==> src/hw/sd_cmd_pkg.sv <==
package sd_cmd_pkg;

    // bus word, also used for argument and card status
    typedef logic [31:0] sd_word_t;
    typedef logic [2:0]  reg_addr_t;
    typedef logic [5:0]  cmd_index_t;
    // card clock toggles every divisor+1 bus clocks
    typedef logic [7:0]  clk_div_t;
    typedef logic [3:0]  int_bits_t;

    // codes 2 and 3 behave as a short response
    typedef enum logic [1:0] {
        RSP_NONE  = 2'd0,
        RSP_SHORT = 2'd1
    } rsp_type_e;

    // register map, word addresses
    localparam reg_addr_t ADDR_ARGUMENT      = 3'd0;
    localparam reg_addr_t ADDR_COMMAND       = 3'd1;
    localparam reg_addr_t ADDR_RESPONSE      = 3'd2;
    localparam reg_addr_t ADDR_INT_STATUS    = 3'd3;
    localparam reg_addr_t ADDR_INT_ENABLE    = 3'd4;
    localparam reg_addr_t ADDR_CLOCK_DIVIDER = 3'd5;
    localparam reg_addr_t ADDR_CMD_TIMEOUT   = 3'd6;
    localparam reg_addr_t ADDR_PRESENT_STATE = 3'd7;

    // interrupt bit positions
    localparam int INT_COMPLETE  = 0;
    localparam int INT_TIMEOUT   = 1;
    localparam int INT_CRC_ERR   = 2;
    localparam int INT_INDEX_ERR = 3;

    localparam int CMD_FRAME_LEN = 48;
    localparam int CMD_TIMEOUT_W = 16;

    typedef struct packed {
        clk_div_t    divisor;
        logic [15:0] timeout;
        int_bits_t   int_enable;
    } sd_ctrl_t;

    typedef struct packed {
        cmd_index_t index;
        sd_word_t   argument;
        rsp_type_e  rsp_type;
    } cmd_req_t;

    typedef struct packed {
        cmd_index_t index;
        sd_word_t   status;
        logic       crc_ok;
        logic       timed_out;
    } cmd_rsp_t;

endpackage

==> src/hw/sd_wb_regs.sv <==
`timescale 1ns/1ps

module sd_wb_regs
    import sd_cmd_pkg::*;
#(
    parameter int CMD_TIMEOUT_W = sd_cmd_pkg::CMD_TIMEOUT_W
) (
    input  logic      wb_clk_i,
    input  logic      rst_n_i,
    input  logic      wb_cyc_i,
    input  logic      wb_stb_i,
    input  logic      wb_we_i,
    input  reg_addr_t wb_adr_i,
    input  sd_word_t  wb_dat_i,
    output sd_word_t  wb_dat_o,
    output logic      wb_ack_o,
    output sd_ctrl_t  ctrl_o,
    output sd_word_t  argument_o,
    output logic      cmd_write_o,
    output sd_word_t  cmd_word_o,
    output int_bits_t int_clear_o,
    input  logic      inhibit_i,
    input  sd_word_t  response_i,
    input  int_bits_t int_status_i
);

    sd_word_t                 argument_q;
    cmd_index_t               cmd_index_q;
    logic [1:0]               cmd_rsp_q;
    int_bits_t                int_enable_q;
    clk_div_t                 divisor_q;
    logic [CMD_TIMEOUT_W-1:0] timeout_q;
    logic                     ack_q;
    logic                     wr_stb;

    // one wait cycle, then a single ack cycle
    always_ff @(posedge wb_clk_i or negedge rst_n_i) begin
        if (!rst_n_i) begin
            ack_q <= 1'b0;
        end else begin
            ack_q <= wb_cyc_i & wb_stb_i & ~ack_q;
        end
    end

    assign wb_ack_o = ack_q;
    // access is taken on the ack cycle
    assign wr_stb   = ack_q & wb_we_i;

    always_ff @(posedge wb_clk_i or negedge rst_n_i) begin
        if (!rst_n_i) begin
            argument_q   <= '0;
            cmd_index_q  <= '0;
            cmd_rsp_q    <= '0;
            int_enable_q <= '0;
            divisor_q    <= '0;
            timeout_q    <= CMD_TIMEOUT_W'(64);
        end else if (wr_stb) begin
            case (wb_adr_i)
                ADDR_ARGUMENT: argument_q <= wb_dat_i;
                ADDR_COMMAND: begin
                    cmd_index_q <= wb_dat_i[5:0];
                    cmd_rsp_q   <= wb_dat_i[9:8];
                end
                ADDR_INT_ENABLE:    int_enable_q <= wb_dat_i[3:0];
                ADDR_CLOCK_DIVIDER: divisor_q    <= wb_dat_i[7:0];
                ADDR_CMD_TIMEOUT:   timeout_q    <= wb_dat_i[CMD_TIMEOUT_W-1:0];
                default: ;
            endcase
        end
    end

    // write pulses towards the command path
    assign cmd_write_o = wr_stb && (wb_adr_i == ADDR_COMMAND);
    assign cmd_word_o  = wb_dat_i;
    assign int_clear_o = (wr_stb && wb_adr_i == ADDR_INT_STATUS) ? wb_dat_i[3:0] : '0;

    // unused bits read as zero
    always_comb begin
        case (wb_adr_i)
            ADDR_ARGUMENT:      wb_dat_o = argument_q;
            ADDR_COMMAND:       wb_dat_o = {22'd0, cmd_rsp_q, 2'd0, cmd_index_q};
            ADDR_RESPONSE:      wb_dat_o = response_i;
            ADDR_INT_STATUS:    wb_dat_o = {28'd0, int_status_i};
            ADDR_INT_ENABLE:    wb_dat_o = {28'd0, int_enable_q};
            ADDR_CLOCK_DIVIDER: wb_dat_o = {24'd0, divisor_q};
            ADDR_CMD_TIMEOUT:   wb_dat_o = 32'(timeout_q);
            default:            wb_dat_o = {31'd0, inhibit_i};
        endcase
    end

    assign ctrl_o = '{divisor: divisor_q, timeout: 16'(timeout_q), int_enable: int_enable_q};
    assign argument_o = argument_q;

    // master must hold the request until ack
    ack_in_cycle: assert property (@(posedge wb_clk_i) disable iff (!rst_n_i)
        wb_ack_o |-> wb_cyc_i && wb_stb_i)
        else $error("ack outside of cyc/stb");

endmodule

==> src/hw/sd_clock_divider.sv <==
`timescale 1ns/1ps

module sd_clock_divider
    import sd_cmd_pkg::*;
(
    input  logic     wb_clk_i,
    input  logic     rst_n_i,
    input  clk_div_t divisor_i,
    output logic     sd_clk_o,
    output logic     sd_rise_o,
    output logic     sd_fall_o
);

    clk_div_t count_q;
    logic     clk_q;
    logic     toggle;

    // compare with >= so a smaller divisor applies at once
    assign toggle = (count_q >= divisor_i);

    always_ff @(posedge wb_clk_i or negedge rst_n_i) begin
        if (!rst_n_i) begin
            count_q <= '0;
            clk_q   <= 1'b0;
        end else if (toggle) begin
            count_q <= '0;
            clk_q   <= ~clk_q;
        end else begin
            count_q <= count_q + 1'b1;
        end
    end

    // strobes sit in the cycle before the card clock edge
    assign sd_rise_o = toggle & ~clk_q;
    assign sd_fall_o = toggle & clk_q;
    assign sd_clk_o  = clk_q;

endmodule

==> src/hw/sd_cmd_decode.sv <==
`timescale 1ns/1ps

module sd_cmd_decode
    import sd_cmd_pkg::*;
(
    input  logic     wb_clk_i,
    input  logic     rst_n_i,
    input  logic     cmd_write_i,
    input  sd_word_t cmd_word_i,
    input  sd_word_t argument_i,
    input  logic     done_i,
    output logic     start_o,
    output cmd_req_t req_o,
    output logic     inhibit_o
);

    cmd_req_t req_q;
    logic     start_q;
    logic     inhibit_q;
    logic     accept;

    // writes during a running command are dropped
    assign accept = cmd_write_i & ~inhibit_q;

    always_ff @(posedge wb_clk_i or negedge rst_n_i) begin
        if (!rst_n_i) begin
            start_q   <= 1'b0;
            inhibit_q <= 1'b0;
        end else begin
            start_q <= accept;
            if (accept) begin
                inhibit_q <= 1'b1;
            end else if (done_i) begin
                inhibit_q <= 1'b0;
            end
        end
    end

    // request stays stable until done
    always_ff @(posedge wb_clk_i) begin
        if (accept) begin
            req_q.index    <= cmd_word_i[5:0];
            req_q.argument <= argument_i;
            req_q.rsp_type <= rsp_type_e'(cmd_word_i[9:8]);
        end
    end

    assign start_o   = start_q;
    assign req_o     = req_q;
    assign inhibit_o = inhibit_q;

endmodule

==> src/hw/sd_cmd_serial_host.sv <==
`timescale 1ns/1ps

module sd_cmd_serial_host
    import sd_cmd_pkg::*;
#(
    parameter int CMD_TIMEOUT_W = sd_cmd_pkg::CMD_TIMEOUT_W
) (
    input  logic                     wb_clk_i,
    input  logic                     rst_n_i,
    input  logic                     sd_rise_i,
    input  logic                     sd_fall_i,
    input  logic                     start_i,
    input  cmd_req_t                 req_i,
    input  logic [CMD_TIMEOUT_W-1:0] timeout_i,
    input  logic                     sd_cmd_i,
    output logic                     sd_cmd_o,
    output logic                     sd_cmd_oe_o,
    output logic                     done_o,
    output cmd_rsp_t                 rsp_o
);

    typedef enum logic [2:0] {IDLE, SEND, WAIT_RSP, RECV, FINISH} state_e;

    state_e                   state_q;
    logic [CMD_FRAME_LEN-1:0] tx_shift_q;
    logic [CMD_FRAME_LEN-1:0] rx_shift_q;
    logic [5:0]               bit_cnt_q;
    logic [CMD_TIMEOUT_W-1:0] wait_cnt_q;
    logic                     timed_out_q;
    logic                     cmd_q;
    logic                     oe_q;
    logic [39:0]              tx_body;

    // CRC7, polynomial x^7 + x^3 + 1, msb first
    function automatic logic [6:0] crc7(input logic [39:0] bits);
        logic [6:0] crc;
        logic       fb;
        crc = '0;
        for (int i = 39; i >= 0; i--) begin
            fb  = bits[i] ^ crc[6];
            crc = {crc[5:0], 1'b0} ^ {3'b000, fb, 2'b00, fb};
        end
        return crc;
    endfunction

    // start bit, transmission bit, index, argument
    assign tx_body = {2'b01, req_i.index, req_i.argument};

    always_ff @(posedge wb_clk_i or negedge rst_n_i) begin
        if (!rst_n_i) begin
            state_q     <= IDLE;
            bit_cnt_q   <= '0;
            wait_cnt_q  <= '0;
            timed_out_q <= 1'b0;
            cmd_q       <= 1'b1;
            oe_q        <= 1'b0;
        end else begin
            case (state_q)
                IDLE: begin
                    if (start_i) begin
                        state_q     <= SEND;
                        bit_cnt_q   <= '0;
                        timed_out_q <= 1'b0;
                    end
                end
                SEND: begin
                    if (sd_fall_i && bit_cnt_q != 6'(CMD_FRAME_LEN)) begin
                        cmd_q     <= tx_shift_q[CMD_FRAME_LEN-1];
                        oe_q      <= 1'b1;
                        bit_cnt_q <= bit_cnt_q + 1'b1;
                    end else if (sd_rise_i && bit_cnt_q == 6'(CMD_FRAME_LEN)) begin
                        // end bit was 1, so the line already rests high
                        oe_q       <= 1'b0;
                        wait_cnt_q <= '0;
                        state_q    <= (req_i.rsp_type == RSP_NONE) ? FINISH : WAIT_RSP;
                    end
                end
                WAIT_RSP: begin
                    if (sd_rise_i) begin
                        if (!sd_cmd_i) begin
                            bit_cnt_q <= 6'd1;
                            state_q   <= RECV;
                        end else if (wait_cnt_q == timeout_i) begin
                            timed_out_q <= 1'b1;
                            state_q     <= FINISH;
                        end else begin
                            wait_cnt_q <= wait_cnt_q + 1'b1;
                        end
                    end
                end
                RECV: begin
                    if (sd_rise_i) begin
                        bit_cnt_q <= bit_cnt_q + 1'b1;
                        if (bit_cnt_q == 6'(CMD_FRAME_LEN - 1)) begin
                            state_q <= FINISH;
                        end
                    end
                end
                default: state_q <= IDLE;
            endcase
        end
    end

    // shift paths; the start bit of the response is the first bit taken
    always_ff @(posedge wb_clk_i) begin
        if (state_q == IDLE && start_i) begin
            tx_shift_q <= {tx_body, crc7(tx_body), 1'b1};
        end else if (state_q == SEND && sd_fall_i) begin
            tx_shift_q <= {tx_shift_q[CMD_FRAME_LEN-2:0], 1'b1};
        end
        if (sd_rise_i && (state_q == RECV || (state_q == WAIT_RSP && !sd_cmd_i))) begin
            rx_shift_q <= {rx_shift_q[CMD_FRAME_LEN-2:0], sd_cmd_i};
        end
    end

    assign sd_cmd_o    = cmd_q;
    assign sd_cmd_oe_o = oe_q;
    assign done_o      = (state_q == FINISH);

    assign rsp_o.index     = rx_shift_q[45:40];
    assign rsp_o.status    = rx_shift_q[39:8];
    assign rsp_o.crc_ok    = (crc7(rx_shift_q[47:8]) == rx_shift_q[7:1]);
    assign rsp_o.timed_out = timed_out_q;

    // host drives the line only while the command goes out
    oe_only_in_send: assert property (@(posedge wb_clk_i) disable iff (!rst_n_i)
        sd_cmd_oe_o |-> state_q == SEND)
        else $error("command line driven outside SEND");

endmodule

==> src/hw/sd_cmd_result.sv <==
`timescale 1ns/1ps

module sd_cmd_result
    import sd_cmd_pkg::*;
(
    input  logic      wb_clk_i,
    input  logic      rst_n_i,
    input  logic      done_i,
    input  cmd_req_t  req_i,
    input  cmd_rsp_t  rsp_i,
    input  int_bits_t int_clear_i,
    input  int_bits_t int_enable_i,
    output sd_word_t  response_o,
    output int_bits_t int_status_o,
    output logic      irq_o
);

    int_bits_t status_q;
    int_bits_t set_bits;
    sd_word_t  response_q;
    logic      irq_q;
    logic      short_rsp;

    assign short_rsp = (req_i.rsp_type != RSP_NONE);

    always_comb begin
        set_bits = '0;
        if (done_i) begin
            set_bits[INT_COMPLETE] = 1'b1;
            if (short_rsp) begin
                if (rsp_i.timed_out) begin
                    set_bits[INT_TIMEOUT] = 1'b1;
                end else begin
                    set_bits[INT_CRC_ERR]   = ~rsp_i.crc_ok;
                    set_bits[INT_INDEX_ERR] = (rsp_i.index != req_i.index);
                end
            end
        end
    end

    // a new event wins over a clear in the same cycle
    always_ff @(posedge wb_clk_i or negedge rst_n_i) begin
        if (!rst_n_i) begin
            status_q   <= '0;
            response_q <= '0;
            irq_q      <= 1'b0;
        end else begin
            status_q <= (status_q & ~int_clear_i) | set_bits;
            irq_q    <= |(status_q & int_enable_i);
            if (done_i && short_rsp && !rsp_i.timed_out) begin
                response_q <= rsp_i.status;
            end
        end
    end

    assign response_o   = response_q;
    assign int_status_o = status_q;
    assign irq_o        = irq_q;

    // one done per command
    done_single: assert property (@(posedge wb_clk_i) disable iff (!rst_n_i)
        done_i |=> !done_i)
        else $error("done held for two cycles");

endmodule

==> src/hw/sd_cmd_top.sv <==
`timescale 1ns/1ps

module sd_cmd_top
    import sd_cmd_pkg::*;
#(
    parameter int CMD_TIMEOUT_W = sd_cmd_pkg::CMD_TIMEOUT_W
) (
    input  logic      wb_clk_i,
    input  logic      rst_n_i,
    input  logic      wb_cyc_i,
    input  logic      wb_stb_i,
    input  logic      wb_we_i,
    input  reg_addr_t wb_adr_i,
    input  sd_word_t  wb_dat_i,
    output sd_word_t  wb_dat_o,
    output logic      wb_ack_o,
    output logic      sd_clk_o,
    output logic      sd_cmd_o,
    output logic      sd_cmd_oe_o,
    input  logic      sd_cmd_i,
    output logic      irq_o
);

    sd_ctrl_t  ctrl;
    sd_word_t  argument;
    sd_word_t  cmd_word;
    sd_word_t  response;
    int_bits_t int_clear;
    int_bits_t int_status;
    cmd_req_t  req;
    cmd_rsp_t  rsp;
    logic      cmd_write;
    logic      inhibit;
    logic      sd_rise;
    logic      sd_fall;
    logic      start;
    logic      done;

    sd_wb_regs #(
        .CMD_TIMEOUT_W(CMD_TIMEOUT_W)
    ) sd_wb_regs_i (
        .wb_clk_i    (wb_clk_i),
        .rst_n_i     (rst_n_i),
        .wb_cyc_i    (wb_cyc_i),
        .wb_stb_i    (wb_stb_i),
        .wb_we_i     (wb_we_i),
        .wb_adr_i    (wb_adr_i),
        .wb_dat_i    (wb_dat_i),
        .wb_dat_o    (wb_dat_o),
        .wb_ack_o    (wb_ack_o),
        .ctrl_o      (ctrl),
        .argument_o  (argument),
        .cmd_write_o (cmd_write),
        .cmd_word_o  (cmd_word),
        .int_clear_o (int_clear),
        .inhibit_i   (inhibit),
        .response_i  (response),
        .int_status_i(int_status)
    );

    sd_clock_divider sd_clock_divider_i (
        .wb_clk_i (wb_clk_i),
        .rst_n_i  (rst_n_i),
        .divisor_i(ctrl.divisor),
        .sd_clk_o (sd_clk_o),
        .sd_rise_o(sd_rise),
        .sd_fall_o(sd_fall)
    );

    sd_cmd_decode sd_cmd_decode_i (
        .wb_clk_i   (wb_clk_i),
        .rst_n_i    (rst_n_i),
        .cmd_write_i(cmd_write),
        .cmd_word_i (cmd_word),
        .argument_i (argument),
        .done_i     (done),
        .start_o    (start),
        .req_o      (req),
        .inhibit_o  (inhibit)
    );

    sd_cmd_serial_host #(
        .CMD_TIMEOUT_W(CMD_TIMEOUT_W)
    ) sd_cmd_serial_host_i (
        .wb_clk_i   (wb_clk_i),
        .rst_n_i    (rst_n_i),
        .sd_rise_i  (sd_rise),
        .sd_fall_i  (sd_fall),
        .start_i    (start),
        .req_i      (req),
        .timeout_i  (CMD_TIMEOUT_W'(ctrl.timeout)),
        .sd_cmd_i   (sd_cmd_i),
        .sd_cmd_o   (sd_cmd_o),
        .sd_cmd_oe_o(sd_cmd_oe_o),
        .done_o     (done),
        .rsp_o      (rsp)
    );

    sd_cmd_result sd_cmd_result_i (
        .wb_clk_i    (wb_clk_i),
        .rst_n_i     (rst_n_i),
        .done_i      (done),
        .req_i       (req),
        .rsp_i       (rsp),
        .int_clear_i (int_clear),
        .int_enable_i(ctrl.int_enable),
        .response_o  (response),
        .int_status_o(int_status),
        .irq_o       (irq_o)
    );

endmodule

==> config.mk <==
export PLATFORM = sky130hd
export DESIGN_NAME = sd_cmd_top
export DESIGN_NICKNAME = d
export VERILOG_FILES = /design/src/hw/sd_cmd_pkg.sv /design/src/hw/sd_wb_regs.sv /design/src/hw/sd_clock_divider.sv /design/src/hw/sd_cmd_decode.sv /design/src/hw/sd_cmd_serial_host.sv /design/src/hw/sd_cmd_result.sv /design/src/hw/sd_cmd_top.sv
export SDC_FILE = /design/constraint.sdc
export NUM_CORES = 1
export LEC_CHECK = 0
export ABC_AREA = 1
export BUFFER_PORTS_ARGS = -buffer_cell sky130_fd_sc_hd__buf_2
export CORE_MARGIN = 2
export CORE_UTILIZATION = 64
export DETAILED_ROUTE_END_ITERATION = 16
export GPL_TIMING_DRIVEN = 0
export PLACE_DENSITY = 0.83
export SLEW_MARGIN = 20
export SYNTH_ARGS = -nofsm -noshare
export SYNTH_HDL_FRONTEND = slang
export SYNTH_SLANG_ARGS = --single-unit
==> constraint.sdc <==
create_clock -name wb_clk_i -period 6.6 [get_ports wb_clk_i]
set_input_delay 0 -clock wb_clk_i [delete_from_list [all_inputs] [get_ports wb_clk_i]]
set_output_delay 0 -clock wb_clk_i [all_outputs]
set_load 0.01 [all_outputs]
==> flow_metrics.env <==
export IMPL_final_nets=1797
export IMPL_rows=54
export IMPL_r2r_cells=20
export IMPL_cts_buffers=29
export IMPL_clkSinkCount=280
export IMPL_portBuffers=77
export IMPL_worst_r2r_startpoint="sd_clock_divider_i.count_q[0]"
export IMPL_drcViolationCount=0
export IMPL_outcome="finished clean"
export IMPL_p_leak_nw=7.834
export IMPL_pwr_share_seq_pct=42.8
export IMPL_post_cts_resized=0
export IMPL_synth_fa_ha_area_share_pct=1.071
export IMPL_ir_drop_mv=0.2410
export IMPL_pwr_share_comb_pct=25.4
export IMPL_rr_endpoint="sd_cmd_serial_host_i.wait_cnt_q[10]"
export IMPL_synthArstFlopShare_pct=51.79
export IMPL_finalPower_mw=5.082
export IMPL_path_max_fanout=10
export IMPL_fmax_ghz=0.2788
export IMPL_syn_to_final_growth_pct=15.90
export IMPL_cpMaxStageDelayCell="dfrtp_1"
export IMPL_slowest_delay_ns=0.38
export IMPL_hp_start="wb_adr_i[2]"
export IMPL_drive_above_1_share_pct=10.14
export IMPL_num_vias=11850
export IMPL_start_util_pct=64.61
export IMPL_whs_path_depth=5
export IMPL_synth_top_family_by_area="simple AND/OR/NAND/NOR gates"
export IMPL_synth_xor_area_share_pct=4.589
export IMPL_start_kind="flop"
export IMPL_die_area_um2=23090
export IMPL_gp_congestion=0.9230
export IMPL_grt_usage_pct=32.00
export IMPL_clk_latency_ns=0.56
export IMPL_layout_setup_ws_ns=3.013
export IMPL_synth_fp_nets=1646
export IMPL_tightestPinTransition_ns=1.134
export IMPL_htreeDepth=1
export IMPL_first_pass_iters=7
export IMPL_final_common_cell="nand2_1"
export IMPL_synth_simple_area_share_pct=21.83
export IMPL_r2r_slack_ns=3.01
export IMPL_fin_crit_sh_pct=54.35
export IMPL_cts_root_buffer="clkbuf_16"
export IMPL_layout_common_cells="534 x nand2_1, 207 x inv_1, 143 x dfrtp_1"
export IMPL_rsz0062_at_grt="false"
export IMPL_core_area_um2=21690
export IMPL_fin_crit_ns=3.587
export IMPL_grt_pass1_wl_mm=59.20
export IMPL_switchingPower_mw=1.661
export IMPL_die_h_um=152.0
export IMPL_antenna_found_initial=0
export IMPL_cp_end_kind="flop"
export IMPL_grt_max_degree=84
export IMPL_crit_required_ns=7.04
export IMPL_hold_end="sd_cmd_result_i.int_status_o[1]"
export IMPL_power_density_nw_per_um2=312.9
export IMPL_drtIter0Drc=1226
export IMPL_routed_wl_mm=37.01
export IMPL_yosysUniqueCellTypes=48
export IMPL_grt_pass1_vias=11610
export IMPL_internal_power_mw=3.421
export IMPL_finalClockSkew_ns=0.02935
export IMPL_multi_input_comb_area_um2=5448
export IMPL_seq_area_frac_synth_pct=54.70
export IMPL_seq_area_um2=7665
export IMPL_clk_pin_slew_ns=0.06
export IMPL_postSynthCellCount=1593
export IMPL_syn_area_per_cell_um2=8.797
export IMPL_hp_class="primary input to flop"
export IMPL_fillers=1455
export IMPL_drv_cap=0
export IMPL_n_antenna_cell=0
export IMPL_die_x_um=152.0
export IMPL_avgRoutedWirePerCell_um=18.09
export IMPL_slew_headroom_pct=23.81
export IMPL_cts_hold_buf=38
export IMPL_synth_seq_cells=280
export IMPL_synth_edf_count=133
export IMPL_maxSlewViolCount=0
export IMPL_swShare_pct=32.69
export IMPL_synth_flop_cell="dfrtp_1"
export IMPL_tns_ns=0
export IMPL_synth_compound_area_share_pct=9.223
export IMPL_preCtsSetupSlack_ns=3.052
export IMPL_p_clk_share_pct=31.8
export IMPL_cp_common_cell="nand2_1"
export IMPL_overflow=0
export IMPL_cts_setup_buffers=0
export IMPL_yosys_warnings=0
export IMPL_setup_violations=0
export IMPL_cp_cell_sequence="inv_1 > ha_1 > inv_1 > a21boi_0 > o21a_1 > o21ai_0 > nand2_1 > a31oi_1 > o21ai_0 > nand2_1 > nor2_1 > nand2_1 > nand2_1 > nand3_1 > nor2_1 > nand2_1 > nor3_1 > nand3_1 > nand2_1 > a21oi_1"
export IMPL_critPathKind="flop to flop"
export IMPL_ant_nets=0
export IMPL_clockBufferDepth=3
export IMPL_hpwlAfterDp_mm=26.33
export IMPL_synth_mux_area_share_pct=2.009
export IMPL_hold_viol_final=0
export IMPL_vias_per_cell=5.792
export IMPL_pin_count=78
export IMPL_cts_tree="done"
export IMPL_netlist_area_um2=14010
export IMPL_cp_arrival_ns=4.03
-- cells in the mapped netlist (all sizes together), types with 3 or more instances --
library cell    n  area, um2
o21a            4      30.03
o21ai         131      659.4
edfxtp        133       3994
nor3           21      105.1
a21oi          20      100.1
inv           209      784.5
dfrtp         143       3578
o2111ai         3      26.28
a22o           19      166.4
ha             12      150.1
buf             3      21.27
xor2           47      464.2
o22ai          14      87.58
nand2         543       2058
xnor2          17      178.9
mux2           25      281.5
nor2           61      229.0
clkbuf         30      112.6
a22oi           4      30.03
a221oi          9      78.83
nor4            4      25.02
nand3         107      540.5
nand4           7      43.79
-- area by class of cell --
class	count	share of cell area, %
multi-input cells	1070	33.54
clock inverters	7	0.3775
inverters	210	4.853
well taps	280	2.157
clock buffers	46	5.369
plain buffers	33	0.8243
repair buffers	120	5.685
flip-flops and latches	280	47.19
-- sequential cells by signal, summed over array words and instances (netlist names), 2 cells and up --
| signal | count |
|---|---|
| sd_clock_divider_i.count_q | 8 |
| sd_cmd_decode_i.req_o | 40 |
| sd_cmd_result_i.int_status_o | 4 |
| sd_cmd_result_i.response_o | 32 |
| sd_cmd_serial_host_i.bit_cnt_q | 6 |
| sd_cmd_serial_host_i.rx_shift_q | 48 |
| sd_cmd_serial_host_i.state_q | 3 |
| sd_cmd_serial_host_i.tx_shift_q | 47 |
| sd_cmd_serial_host_i.wait_cnt_q | 16 |
| sd_wb_regs_i.argument_o | 32 |
| sd_wb_regs_i.cmd_index_q | 6 |
| sd_wb_regs_i.cmd_rsp_q | 2 |
| sd_wb_regs_i.divisor_q | 8 |
| sd_wb_regs_i.int_enable_q | 4 |
| sd_wb_regs_i.timeout_q | 16 |
-- worst max-delay path by stage --
stage / slack, ns / end / cells past startpoint / from
floorplan: 2.27 / sd_cmd_serial_host_i.rx_shift_q[0] / 11 / sd_clock_divider_i.count_q[0]
global placement: 0.94 / sd_cmd_serial_host_i.rx_shift_q[38] / 11 / sd_clock_divider_i.count_q[0]
detailed placement: 3.05 / sd_cmd_serial_host_i.wait_cnt_q[10] / 20 / sd_clock_divider_i.count_q[0]
CTS: 3.04 / sd_cmd_serial_host_i.wait_cnt_q[10] / 20 / sd_clock_divider_i.count_q[0]
global route: 2.43 / sd_cmd_serial_host_i.wait_cnt_q[10] / 20 / sd_clock_divider_i.count_q[0]
finish: 3.01 / sd_cmd_serial_host_i.wait_cnt_q[10] / 20 / sd_clock_divider_i.count_q[0]
-- critical path, delay by kind of cell (launching register included) --
family | cells | cell delay [ns]
fa+ha+maj | 1 | 0.27
buf+inv | 2 | 0.09
flops | 1 | 0.38
compound gates | 6 | 0.81
simple gates | 11 | 1.96
-- power by group through the flow --
| stage | Combinational (mW) | Sequential, mW | Clock, mW |
|---|---|---|---|
| 6_report | 1.29 | 2.17 | 1.62 |
| 5_1_grt | 1.47 | 2.19 | 1.69 |
| 4_1_cts | 1.28 | 2.17 | 1.62 |
| 3_5_place_dp | 1.25 | 2.20 | 0 |
| 3_3_place_gp | 1.16 | 2.20 | 0 |
| 2_1_floorplan | 0.935 | 2.15 | 0 |
-- kinds of logic (layout without fill, tap and decap cells) --
kind of cell               count (synthesis)  in the layout
and+or+nand+nor                          751            751
DFF                                      280            280
buffers and inverters                    243            416
AOI/OAI and AO/OA                        218            218
xor gates and xnor gates                  64             64
muxes                                     25             25
adders and majority gates                 12             12
-- metal layers --
layer / routed length, um / vias to the layer above / track usage, %
li1: - / 5534 / -
met2: 17560 / 606 / 52.66
met4: 1638 / 0 / 13.13
met3: 3086 / 137 / 5.106
met1: 14730 / 5574 / 42.94
met5: 0 / - / 0
-- metrics by stage --
step           instances  utilization (%)  hold slack, ns  cell area, um2
3_5_place_dp        1955            68.78        -0.01789           14920
3_3_place_gp        1950            68.01          0.1919           14750
6_report            2046            74.89         0.03021           16240
2_1_floorplan       1593                -         -0.2956           14010
5_1_grt             2046            74.89         0.08212           16240
4_1_cts             2046            74.89        0.001986           16240
Note: power is estimated with default switching activity, not from simulation.
